===== config.mk =====
export PLATFORM = sky130hd
export DESIGN_NAME = rename_core
export DESIGN_NICKNAME = d
export VERILOG_FILES = /design/src/logic/fcpu_pkg.sv /design/src/logic/rename_core.sv /design/src/logic/rename_csr.sv /design/src/logic/reorder_buffer.sv /design/src/logic/register_file.sv
export VERILOG_INCLUDE_DIRS = /design/src /design/src/logic
export SDC_FILE = /design/constraint.sdc
export NUM_CORES = 2
export LEC_CHECK = 0
export BUFFER_PORTS_ARGS = -buffer_cell sky130_fd_sc_hd__buf_2
export CORE_MARGIN = 1
export CORE_UTILIZATION = 56
export DETAILED_ROUTE_END_ITERATION = 8
export GPL_ROUTABILITY_DRIVEN = 0
export HOLD_SLACK_MARGIN = 0.05
export PLACE_DENSITY = 0.75
export SLEW_MARGIN = 0
export SYNTH_ARGS = -nofsm -noshare
export SYNTH_HDL_FRONTEND = slang
export SYNTH_HIERARCHICAL = 1
export SYNTH_SLANG_ARGS = --single-unit

===== constraint.sdc =====
create_clock -name clk -period 9.7 [get_ports clk]
set_clock_uncertainty 0.2 [all_clocks]
set_input_delay 1.455 -clock clk [delete_from_list [all_inputs] [get_ports clk]]
set_output_delay 1.455 -clock clk [all_outputs]
set_load 0.01 [all_outputs]

===== src/logic/fcpu_defines.svh =====
`ifndef FCPU_DEFINES_SVH
`define FCPU_DEFINES_SVH

// Width of register values and operand words
`define FCPU_DATA_W 32

// Index width of the architectural register file
`define FCPU_REG_ADDR_W 5

// Width of a reorder-buffer tag, which is also the rename tag
`define FCPU_TAG_W 3

// Number of reorder-buffer entries, one per tag value
`define FCPU_ROB_DEPTH 8

`endif

===== src/logic/fcpu_pkg.sv =====
`include "fcpu_defines.svh"

package fcpu_pkg;

   // One operand word. It holds a value when ready, or the tag of the producer in flight
   typedef union packed {
      logic [`FCPU_DATA_W-1:0] data;
      struct packed {
         logic [`FCPU_DATA_W-`FCPU_TAG_W-1:0] pad;
         logic [`FCPU_TAG_W-1:0]              tag;
      } tag_view;
   } operand_u;

   typedef struct packed {
      logic     ready;
      operand_u value;
   } operand_t;

   // Register indices of one instruction at dispatch
   typedef struct packed {
      logic [`FCPU_REG_ADDR_W-1:0] dest;
      logic [`FCPU_REG_ADDR_W-1:0] src_a;
      logic [`FCPU_REG_ADDR_W-1:0] src_b;
   } dispatch_t;

   // Result returned by the execution side, in any order
   typedef struct packed {
      logic                    valid;
      logic [`FCPU_TAG_W-1:0]  tag;
      logic [`FCPU_DATA_W-1:0] data;
   } writeback_t;

   // In-order retirement from the reorder buffer into the register file
   typedef struct packed {
      logic                        valid;
      logic [`FCPU_TAG_W-1:0]      tag;
      logic [`FCPU_REG_ADDR_W-1:0] dest;
      logic [`FCPU_DATA_W-1:0]     data;
   } commit_t;

endpackage


===== src/logic/rename_core.sv =====
`include "fcpu_defines.svh"

module rename_core (
   input  logic                   clk,
   input  logic                   nrst,
   input  logic                   branch_miss,
   input  logic                   dispatch_valid,
   output logic                   dispatch_ready,
   input  fcpu_pkg::dispatch_t    dispatch,
   output logic [`FCPU_TAG_W-1:0] dispatch_tag,
   output fcpu_pkg::operand_t     src_a,
   output fcpu_pkg::operand_t     src_b,
   input  fcpu_pkg::writeback_t   wb,
   input  logic                   awvalid,
   output logic                   awready,
   input  logic [3:0]             awaddr,
   input  logic                   wvalid,
   output logic                   wready,
   input  logic [31:0]            wdata,
   input  logic [3:0]             wstrb,
   output logic                   bvalid,
   input  logic                   bready,
   output logic [1:0]             bresp,
   input  logic                   arvalid,
   output logic                   arready,
   input  logic [3:0]             araddr,
   output logic                   rvalid,
   input  logic                   rready,
   output logic [31:0]            rdata,
   output logic [1:0]             rresp
);

   logic                        flush;
   logic                        flush_req;
   logic                        rename_valid;
   logic [3:0]                  occupancy;
   fcpu_pkg::commit_t           commit;
   logic [`FCPU_REG_ADDR_W-1:0] debug_addr;
   logic [`FCPU_DATA_W-1:0]     debug_data;

   assign flush        = branch_miss || flush_req;
   assign rename_valid = dispatch_valid && dispatch_ready;

   register_file register_file_i (
      .clk, .nrst, .flush, .rename_valid,
      .rename     (dispatch),
      .rename_tag (dispatch_tag),
      .commit, .debug_addr, .src_a, .src_b, .debug_data
   );

   reorder_buffer reorder_buffer_i (
      .clk, .nrst, .flush,
      .alloc_valid (rename_valid),
      .alloc_dest  (dispatch.dest),
      .wb,
      .alloc_ready (dispatch_ready),
      .alloc_tag   (dispatch_tag),
      .commit, .occupancy
   );

   rename_csr rename_csr_i (
      .clk, .nrst,
      .awvalid, .awready, .awaddr, .wvalid, .wready, .wdata, .wstrb,
      .bvalid, .bready, .bresp, .arvalid, .arready, .araddr,
      .rvalid, .rready, .rdata, .rresp,
      .occupancy,
      .commit_valid (commit.valid),
      .debug_data, .flush_req, .debug_addr
   );

endmodule


===== src/logic/rename_csr.sv =====
`include "fcpu_defines.svh"

module rename_csr (
   input  logic                        clk,
   input  logic                        nrst,
   input  logic                        awvalid,
   output logic                        awready,
   input  logic [3:0]                  awaddr,
   input  logic                        wvalid,
   output logic                        wready,
   input  logic [31:0]                 wdata,
   input  logic [3:0]                  wstrb,
   output logic                        bvalid,
   input  logic                        bready,
   output logic [1:0]                  bresp,
   input  logic                        arvalid,
   output logic                        arready,
   input  logic [3:0]                  araddr,
   output logic                        rvalid,
   input  logic                        rready,
   output logic [31:0]                 rdata,
   output logic [1:0]                  rresp,
   input  logic [3:0]                  occupancy,
   input  logic                        commit_valid,
   input  logic [`FCPU_DATA_W-1:0]     debug_data,
   output logic                        flush_req,
   output logic [`FCPU_REG_ADDR_W-1:0] debug_addr
);

   localparam logic [1:0] ADDR_STATUS = 2'd0;
   localparam logic [1:0] ADDR_COUNT  = 2'd1;
   localparam logic [1:0] ADDR_CTRL   = 2'd2;
   localparam logic [1:0] ADDR_DEBUG  = 2'd3;

   logic        wr_accept;
   logic        rd_accept;
   logic        full;
   logic [31:0] commit_count;
   logic [31:0] read_word;

   // One outstanding response per channel
   assign awready = !bvalid;
   assign wready  = !bvalid;
   assign arready = !rvalid;
   assign bresp   = 2'b00;
   assign rresp   = 2'b00;

   assign wr_accept = awvalid && wvalid && awready && wready;
   assign rd_accept = arvalid && arready;

   assign full = (occupancy == 4'(`FCPU_ROB_DEPTH));

   always_comb begin
      case (araddr[3:2])
         ADDR_STATUS: read_word = {27'd0, full, occupancy};
         ADDR_COUNT:  read_word = commit_count;
         ADDR_DEBUG:  read_word = debug_data;
         default:     read_word = 32'd0;
      endcase
   end

   always_ff @(posedge clk) begin
      if (nrst) begin
         bvalid       <= 1'b0;
         rvalid       <= 1'b0;
         flush_req    <= 1'b0;
         debug_addr   <= '0;
         commit_count <= '0;
      end else begin
         flush_req <= wr_accept && (awaddr[3:2] == ADDR_CTRL) && wstrb[0] && wdata[0];

         if (wr_accept && (awaddr[3:2] == ADDR_DEBUG) && wstrb[0]) begin
            debug_addr <= wdata[`FCPU_REG_ADDR_W-1:0];
         end

         if (wr_accept) begin
            bvalid <= 1'b1;
         end else if (bready) begin
            bvalid <= 1'b0;
         end

         if (rd_accept) begin
            rvalid <= 1'b1;
         end else if (rready) begin
            rvalid <= 1'b0;
         end

         if (commit_valid) begin
            commit_count <= commit_count + 32'd1;
         end
      end
   end

   always_ff @(posedge clk) begin
      if (rd_accept) begin
         rdata <= read_word;
      end
   end

   write_resp_follows_write: assert property (
      @(posedge clk) disable iff (nrst)
      $rose(bvalid) |-> $past(wr_accept)
   );

endmodule


===== src/logic/reorder_buffer.sv =====
`include "fcpu_defines.svh"

module reorder_buffer (
   input  logic                        clk,
   input  logic                        nrst,
   input  logic                        flush,
   input  logic                        alloc_valid,
   input  logic [`FCPU_REG_ADDR_W-1:0] alloc_dest,
   input  fcpu_pkg::writeback_t        wb,
   output logic                        alloc_ready,
   output logic [`FCPU_TAG_W-1:0]      alloc_tag,
   output fcpu_pkg::commit_t           commit,
   output logic [3:0]                  occupancy
);

   localparam int DEPTH = `FCPU_ROB_DEPTH;

   logic [`FCPU_TAG_W-1:0] head;
   logic [`FCPU_TAG_W-1:0] tail;
   logic [3:0]             count;

   logic [DEPTH-1:0][`FCPU_REG_ADDR_W-1:0] dest_q;
   logic [DEPTH-1:0][`FCPU_DATA_W-1:0]     data_q;
   logic [DEPTH-1:0]                       done;

   logic                   do_alloc;
   logic                   do_commit;
   logic [`FCPU_TAG_W-1:0] wb_offset;

   assign alloc_ready = (count != 4'(DEPTH));
   assign alloc_tag   = tail;
   assign occupancy   = count;

   // A flush drops any allocation in the same cycle
   assign do_alloc = alloc_valid && alloc_ready && !flush;

   // Head retires as soon as its result is in; nothing retires across a flush
   assign commit.valid = (count != 4'd0) && done[head] && !flush;
   assign commit.tag   = head;
   assign commit.dest  = dest_q[head];
   assign commit.data  = data_q[head];
   assign do_commit    = commit.valid;

   // Distance from the head, used to tell whether a tag is in flight
   assign wb_offset = wb.tag - head;

   always_ff @(posedge clk) begin
      if (nrst) begin
         head  <= '0;
         tail  <= '0;
         count <= '0;
         done  <= '0;
      end else if (flush) begin
         head  <= '0;
         tail  <= '0;
         count <= '0;
         done  <= '0;
      end else begin
         if (do_alloc) begin
            tail       <= tail + 1'b1;
            done[tail] <= 1'b0;
         end
         if (wb.valid) begin
            done[wb.tag] <= 1'b1;
         end
         if (do_commit) begin
            head <= head + 1'b1;
         end
         case ({do_alloc, do_commit})
            2'b10:   count <= count + 4'd1;
            2'b01:   count <= count - 4'd1;
            default: count <= count;
         endcase
      end
   end

   // Entry payload
   always_ff @(posedge clk) begin
      if (do_alloc) begin
         dest_q[tail] <= alloc_dest;
      end
      if (wb.valid) begin
         data_q[wb.tag] <= wb.data;
      end
   end

   // A full buffer hands out no tag, so the tail stays put until an entry retires
   no_alloc_when_full: assert property (
      @(posedge clk) disable iff (nrst)
      (count == 4'(DEPTH)) && !flush |=> (tail == $past(tail))
   );

   // Execution only completes tags that were handed out and are still waiting
   wb_to_pending_entry: assert property (
      @(posedge clk) disable iff (nrst || flush)
      wb.valid |-> ({1'b0, wb_offset} < count) && !done[wb.tag]
   );

endmodule


===== src/logic/register_file.sv =====
`include "fcpu_defines.svh"

module register_file (
   input  logic                        clk,
   input  logic                        nrst,
   input  logic                        flush,
   input  logic                        rename_valid,
   input  fcpu_pkg::dispatch_t         rename,
   input  logic [`FCPU_TAG_W-1:0]      rename_tag,
   input  fcpu_pkg::commit_t           commit,
   input  logic [`FCPU_REG_ADDR_W-1:0] debug_addr,
   output fcpu_pkg::operand_t          src_a,
   output fcpu_pkg::operand_t          src_b,
   output logic [`FCPU_DATA_W-1:0]     debug_data
);

   localparam int NUM_REGS = 2 ** `FCPU_REG_ADDR_W;

   logic [NUM_REGS-1:0][`FCPU_DATA_W-1:0] values;
   logic [NUM_REGS-1:0][`FCPU_TAG_W-1:0]  tags;
   logic [NUM_REGS-1:0]                   ready;

   // Pick the union view that matches the ready bit
   function automatic fcpu_pkg::operand_t build_operand(
      input logic                    rdy,
      input logic [`FCPU_TAG_W-1:0]  tag,
      input logic [`FCPU_DATA_W-1:0] value
   );
      fcpu_pkg::operand_t op;
      op.ready = rdy;
      if (rdy) begin
         op.value.data = value;
      end else begin
         op.value.tag_view.pad = '0;
         op.value.tag_view.tag = tag;
      end
      return op;
   endfunction

   // Reads see the state before the edge, so a source equal to dest gets the old mapping
   assign src_a = build_operand(ready[rename.src_a], tags[rename.src_a],
                                values[rename.src_a]);
   assign src_b = build_operand(ready[rename.src_b], tags[rename.src_b],
                                values[rename.src_b]);

   assign debug_data = values[debug_addr];

   always_ff @(posedge clk) begin
      if (nrst) begin
         values <= '0;
         tags   <= '0;
         ready  <= '1;
      end else begin
         if (commit.valid) begin
            values[commit.dest] <= commit.data;
            // An older producer must not release a register that was renamed again
            if (tags[commit.dest] == commit.tag) begin
               ready[commit.dest] <= 1'b1;
            end
         end

         // Later assignments win, so a rename beats a commit to the same register
         if (flush) begin
            ready <= '1;
         end else if (rename_valid) begin
            tags[rename.dest]  <= rename_tag;
            ready[rename.dest] <= 1'b0;
         end
      end
   end

   // The reorder buffer only retires into a pending register or a superseded rename
   commit_target_pending: assert property (
      @(posedge clk) disable iff (nrst)
      commit.valid |-> !(ready[commit.dest] && (tags[commit.dest] != commit.tag))
   );

endmodule


Yosys cells after proc, flatten, opt, wreduce, memory -nomap -nowiden
Cells that the tools add are included.
{"block": "totals", "register_bits": 1538, "out_inout_bits": 111}
{"block": "op_classes", "n_addsub": 5, "magnitude_cmp": 12, "eq_ne": 9, "mux": 58, "n_bitwise": 7, "reduce_logical": 29}
{"cell": "1024-bit bitwise mux", "n": 1}
{"cell": "32-bit binary-select mux with 5-bit select", "n": 3}
{"cell": "32-bit 2-to-1 mux", "n": 12}
{"cell": "256-bit bitwise mux", "n": 1}
{"cell": "32-bit demux with 5-bit select", "n": 1}
{"cell": "32-bit binary-select mux with 3-bit select", "n": 1}
{"cell": "96-bit bitwise mux", "n": 1}
{"cell": "32-bit demux with 3-bit select", "n": 1}
{"cell": "32-bit case mux with 3 select lines", "n": 1}
{"cell": "3-bit binary-select mux with 5-bit select", "n": 3}
{"cell": "40-bit bitwise mux", "n": 1}
{"cell": "32-bit by 1-bit adder with 32-bit output (second input constant)", "n": 1}
{"cell": "32-bit AND", "n": 1}
{"cell": "8-bit 2-to-1 mux", "n": 4}
{"cell": "32-bit inverter", "n": 1}
{"cell": "32-bit bitwise OR", "n": 1}
{"cell": "5-bit by 6-bit less-than comparator with 1-bit output (second input constant)", "n": 5}
{"cell": "1-bit logical AND", "n": 18}
{"cell": "5-bit binary-select mux with 3-bit select", "n": 1}
{"cell": "3-bit demux with 5-bit select", "n": 1}
{"cell": "5-bit demux with 3-bit select", "n": 1}
{"cell": "3-bit by 4-bit less-than comparator with 1-bit output (second input constant)", "n": 3}
{"cell": "3-bit 2-to-1 mux", "n": 4}
{"cell": "1-bit 2-to-1 mux", "n": 11}
{"cell": "27 further kinds", "n": 42}

Logic depth before layout (Yosys ltp)
{"block": "logic_depth", "ltp_word": 12, "mapped_depth": 16, "mapped_depth_nobuf": 11}

Modules after synthesis
Netlist, hierarchy kept.
{"module": "register_file", "n_inst": 1, "cells_per_inst": 6800, "area_each_um2": 67119.4}
{"module": "reorder_buffer", "n_inst": 1, "cells_per_inst": 565, "area_each_um2": 12177.9}
{"module": "rename_csr", "n_inst": 1, "cells_per_inst": 331, "area_each_um2": 3425.8}
{"module": "rename_core", "n_inst": 1, "cells_per_inst": 2, "area_each_um2": 12.5}

Worst setup path before layout
OpenSTA, ideal clock, no wires.
{"block": "synth_timing", "path_kind": "in2out", "from": "in dispatch[5] (netlist name)", "to": "out src_a[10] (netlist name)", "arrival_ps": 3577, "t_required_ps": 8045, "setup_slack_ps": 4468, "stages": 8, "cell_sequence": "buf_2 > buf_4 > buf_2 > buf_2 > mux4_2 > mux4_2 > mux2i_1 > nor2_1"}
{"item": "start: declaration", "line": "rename_core.sv:9", "source": "input fcpu_pkg::dispatch_t dispatch,"}
{"item": "end: declaration", "line": "rename_core.sv:11", "source": "output fcpu_pkg::operand_t src_a,"}

==> results.py <==
metrics = {
    "synthesis": {
        "synth_top_cell_by_area": "mux4_2",
        "synth_seq_area_share": 0.412,
        "synth.distinct_cells": 67,
        "ys_async_sr_fraction": 0,
        "synth-seq-cells": 1538,
        "synth.area.top_cells": "mux4_2 (31%), dfxtp_1 (29%), edfxtp_1 (12%), nand2_1 (11%), a21oi_1 (6.9%)",
        "syn_inst": 7698,
        "ys_warn_count": 6,
        "synth-edff-count": 328,
        "synth.avg_cell_area_um2": 10.7,
        "synth_area_um2": 82700,
        "synth_top_flop_cell": "dfxtp_1",
        "yosysTopAreaCellShare": 0.305,
    },
    "floorplan": {
        "die_area_um2": 149000,
        "die_height_um": 386,
        "io_pins": 215,
        "core_region_area_um2": 146000,
        "row_count": 140,
        "dieWidth_um": 386,
        "initial_core_util": 0.566,
    },
    "global_route": {
        "grt_pass1_wl_mm": 423,
        "antenna_found_initial": 21,
        "first_global_vias": 66300,
        "gr-usage-all-layers": 0.387,
        "grt_overflow_total": 0,
        "grt_max_degree": 225,
    },
    "cts": {
        "clock-sinks": 1538,
        "cts_hold_repair.buffers": 0,
        "cts_setup_buffers": 0,
        "ctsResizeCount": 0,
        "cts_inserted_buffers": 161,
        "cts_tree": "done",
        "ctsHtreeMaxLevel": 4,
        "clock_latency_ns": 0.86,
        "cts.clk_slew.worst_paths_ns": 0.06,
        "clock_path_buffers": 3,
        "cts-root-buf": "clkbuf_16",
    },
    "layout": {
        "final_area_um2": 90200,
        "fin_nets": 7500,
        "drive_gt1_frac": 0.248,
        "final_util": 0.617,
        "fillCellCount": 11000,
        "area_delta_synth_final_pct": 9.02,
    },
    "sta": {
        "slew_headroom": 0.141,
        "final.setup.tns_ns": 0,
        "hold_violations": 0,
        "max_slew.worst_pin.slew_ns": 1.29,
        "final_max_slew_viol_count": 0,
        "period_share": 0.693,
        "clock.fmax_ghz": 0.149,
        "rsz0062_at_grt": "false",
        "setup_viol": 0,
        "post-route-min-period_ns": 6.73,
    },
    "power": {
        "p_seq_frac": 0.473,
        "leakagePower_nw": 28.5,
        "powerDensity_nw_per_um2": 155,
        "total_power_mw": 13.9,
        "combPwrFrac": 0.049,
        "power_frac_clock": 0.478,
        "p_int_mw": 10.7,
        "switching_share": 0.236,
        "p_sw_mw": 3.29,
        "ir_worst_vdd_v": 0.000223,
    },
    "detailed_routing": {
        "via_per_inst": 7.25,
        "wl_mm": 291,
        "ant_nets": 0,
        "remaining_drc_errors": 0,
        "via_count": 68600,
        "drtPass1Iterations": 9,
        "post_drt_wl_per_cell_um": 30.8,
        "drtIter0Drc": 11900,
    },
    "setup_path": {
        "arrival_ns": 5.07,
        "cpMaxStageDelayCell": "buf_4",
        "cp_top_family": "buffers and inverters",
        "worstPathRequired_ns": 8.05,
        "cpPeakStageDelay_ns": 0.62,
        "start_kind": "primary input",
        "end_kind": "primary output",
        "path_buf_inv": 4,
        "cp_cell_sequence": "buf_8 -> buf_4 -> mux4_2 -> mux4_2 -> mux2i_4 -> buf_4 -> nor2_1 -> buf_2",
        "cp_max_fo": 46,
        "critPathKind": "in2out",
    },
    "placement": {
        "dp_hpwl_mm": 161,
        "postPlaceCellArea_um2": 84500,
        "place.port_buffers": 176,
    },
    "run": {
        "cap_violations": 0,
    },
    "hold_path": {
        "worstHoldPathType": "reg2reg",
    },
    "run_status": {
        "status": "finished, final reports clean",
    },
}
[state kept, by name, indices dropped and copies added (netlist names), 4 cells and up]
signal,count
reorder_buffer_i/data_q,256
register_file_i/values,1024
reorder_buffer_i/occupancy,4
reorder_buffer_i/dest_q,40
register_file_i/ready,32
rename_csr_i/debug_addr,5
rename_csr_i/rdata,32
rename_csr_i/commit_count,32
reorder_buffer_i/done,8
register_file_i/tags,96
[cell usage in the layout, fill, tap and decap left out, drive strengths merged, types with 4 or more instances in the layout]
cell type / instances
nand4: 9
a21oi: 1142
o22ai: 5
mux2: 75
nand2b: 6
nand2: 2317
or4: 11
inv: 23
or3: 10
mux2i: 150
nor3: 17
xnor2: 7
ha: 6
nor3b: 7
o21ai: 22
nor2b: 46
and3b: 6
nor2: 156
a211oi: 9
xor2: 8
edfxtp: 328
conb: 4
diode: 10
a41o: 32
and4: 7
nor4: 10
bufinv: 21
and2: 6
dfxtp: 1210
nand3: 113
clkbuf: 216
clkinvlp: 6
buf: 315
clkinv: 47
and3: 12
o31ai: 11
mux4: 1125
[routing by layer]
metal,global-route usage,up-vias,wire [um]
li1,-,27600,-
met5,0,-,163
met2,0.571,6145,126000
met4,0.282,28,25800
met1,0.462,33000,93200
met3,0.148,1821,46500
[synth_stat cells, types with 6 or more instances]
library cell  number
nor3b_1            7
edfxtp_1         328
nor3_1            16
nor4_1             8
or3_1             10
and3b_1            6
ha_1               6
nor2_1           156
and2_1             6
buf_2            125
nand4_1            8
a41o_1            32
nand2_1         2317
xnor2_1            6
clkbuf_1         597
and3_1            12
buf_4              8
xor2_1             8
a211oi_1           9
dfxtp_1         1210
and4_1             7
nor2b_1           46
o21ai_0           17
nand2b_1           6
a21oi_1         1142
buf_6              9
mux2i_1          150
o31ai_1           11
buf_1             49
mux2_2            72
nand3_1          111
or4_1             10
inv_1             11
mux4_2          1121
[through the flow]
step	instances	setup slack (ns)	hold WS [ns]
detailed placement	9143	3.06	0.270
finish	9451	2.97	0.279
global route	9442	2.90	0.297
floorplan	7701	4.47	0.247
CTS	9441	3.04	0.279
global placement	9143	3.09	0.259
[worst register-to-register path: cells and delay by family (launching register included)]
family          cells  cell delay, ns
compound gates      1            0.18
buf+inv             1            0.53
flops               1            0.87
mux                 1            0.46
simple gates        4            3.42
[cell families after synthesis]
| family | count (synthesis) | share of synthesized area |
|---|---|---|
| flops | 1538 | 0.412 |
| compound gates | 1235 | 0.0779 |
| xor+xnor | 15 | 0.00168 |
| buf+inv | 805 | 0.0400 |
| mux | 1350 | 0.335 |
| fa+ha+maj | 7 | 0.00115 |
| other cells | 1 | 0.0000453 |
| simple gates | 2747 | 0.133 |
[final cells by class]
cell class,instances,area [um^2],area share
Antenna cell,10,25.0,0.000277
Clock buffer,216,4520,0.0501
Clock inverter,82,1190,0.0132
Inverter,15,56.3,0.000624
Multi-Input combinational cell,5358,45800,0.508
Sequential cell,1538,34100,0.378
Tap cell,1917,2400,0.0266
Timing Repair Buffer,315,2130,0.0236
[power groups by stage]
stage / Sequential, mW / Combinational, mW / Clock, mW
global placement: 6.73 / 0.659 / 0
finish: 6.59 / 0.688 / 6.66
floorplan: 6.73 / 0.467 / 0
global route: 6.59 / 0.706 / 6.94
CTS: 6.59 / 0.667 / 6.67
detailed placement: 6.73 / 0.666 / 0
[final timing paths]
check | cells after the start | slack, ns | startpoint | end
max | 8 | 2.97 | dispatch[0] | src_b[27]
min | 2 | 0.28 | register_file_i/values[497]$_SDFFE_PP0P_ | register_file_i/values[497]$_SDFFE_PP0P_
max reg2reg | 7 | 3.95 | reorder_buffer_i/head[0]$_SDFFE_PP0P_ | register_file_i/values[60]$_SDFFE_PP0P_
min reg2reg | 2 | 0.28 | register_file_i/values[497]$_SDFFE_PP0P_ | register_file_i/values[497]$_SDFFE_PP0P_
(Power assumes the default switching activity.)
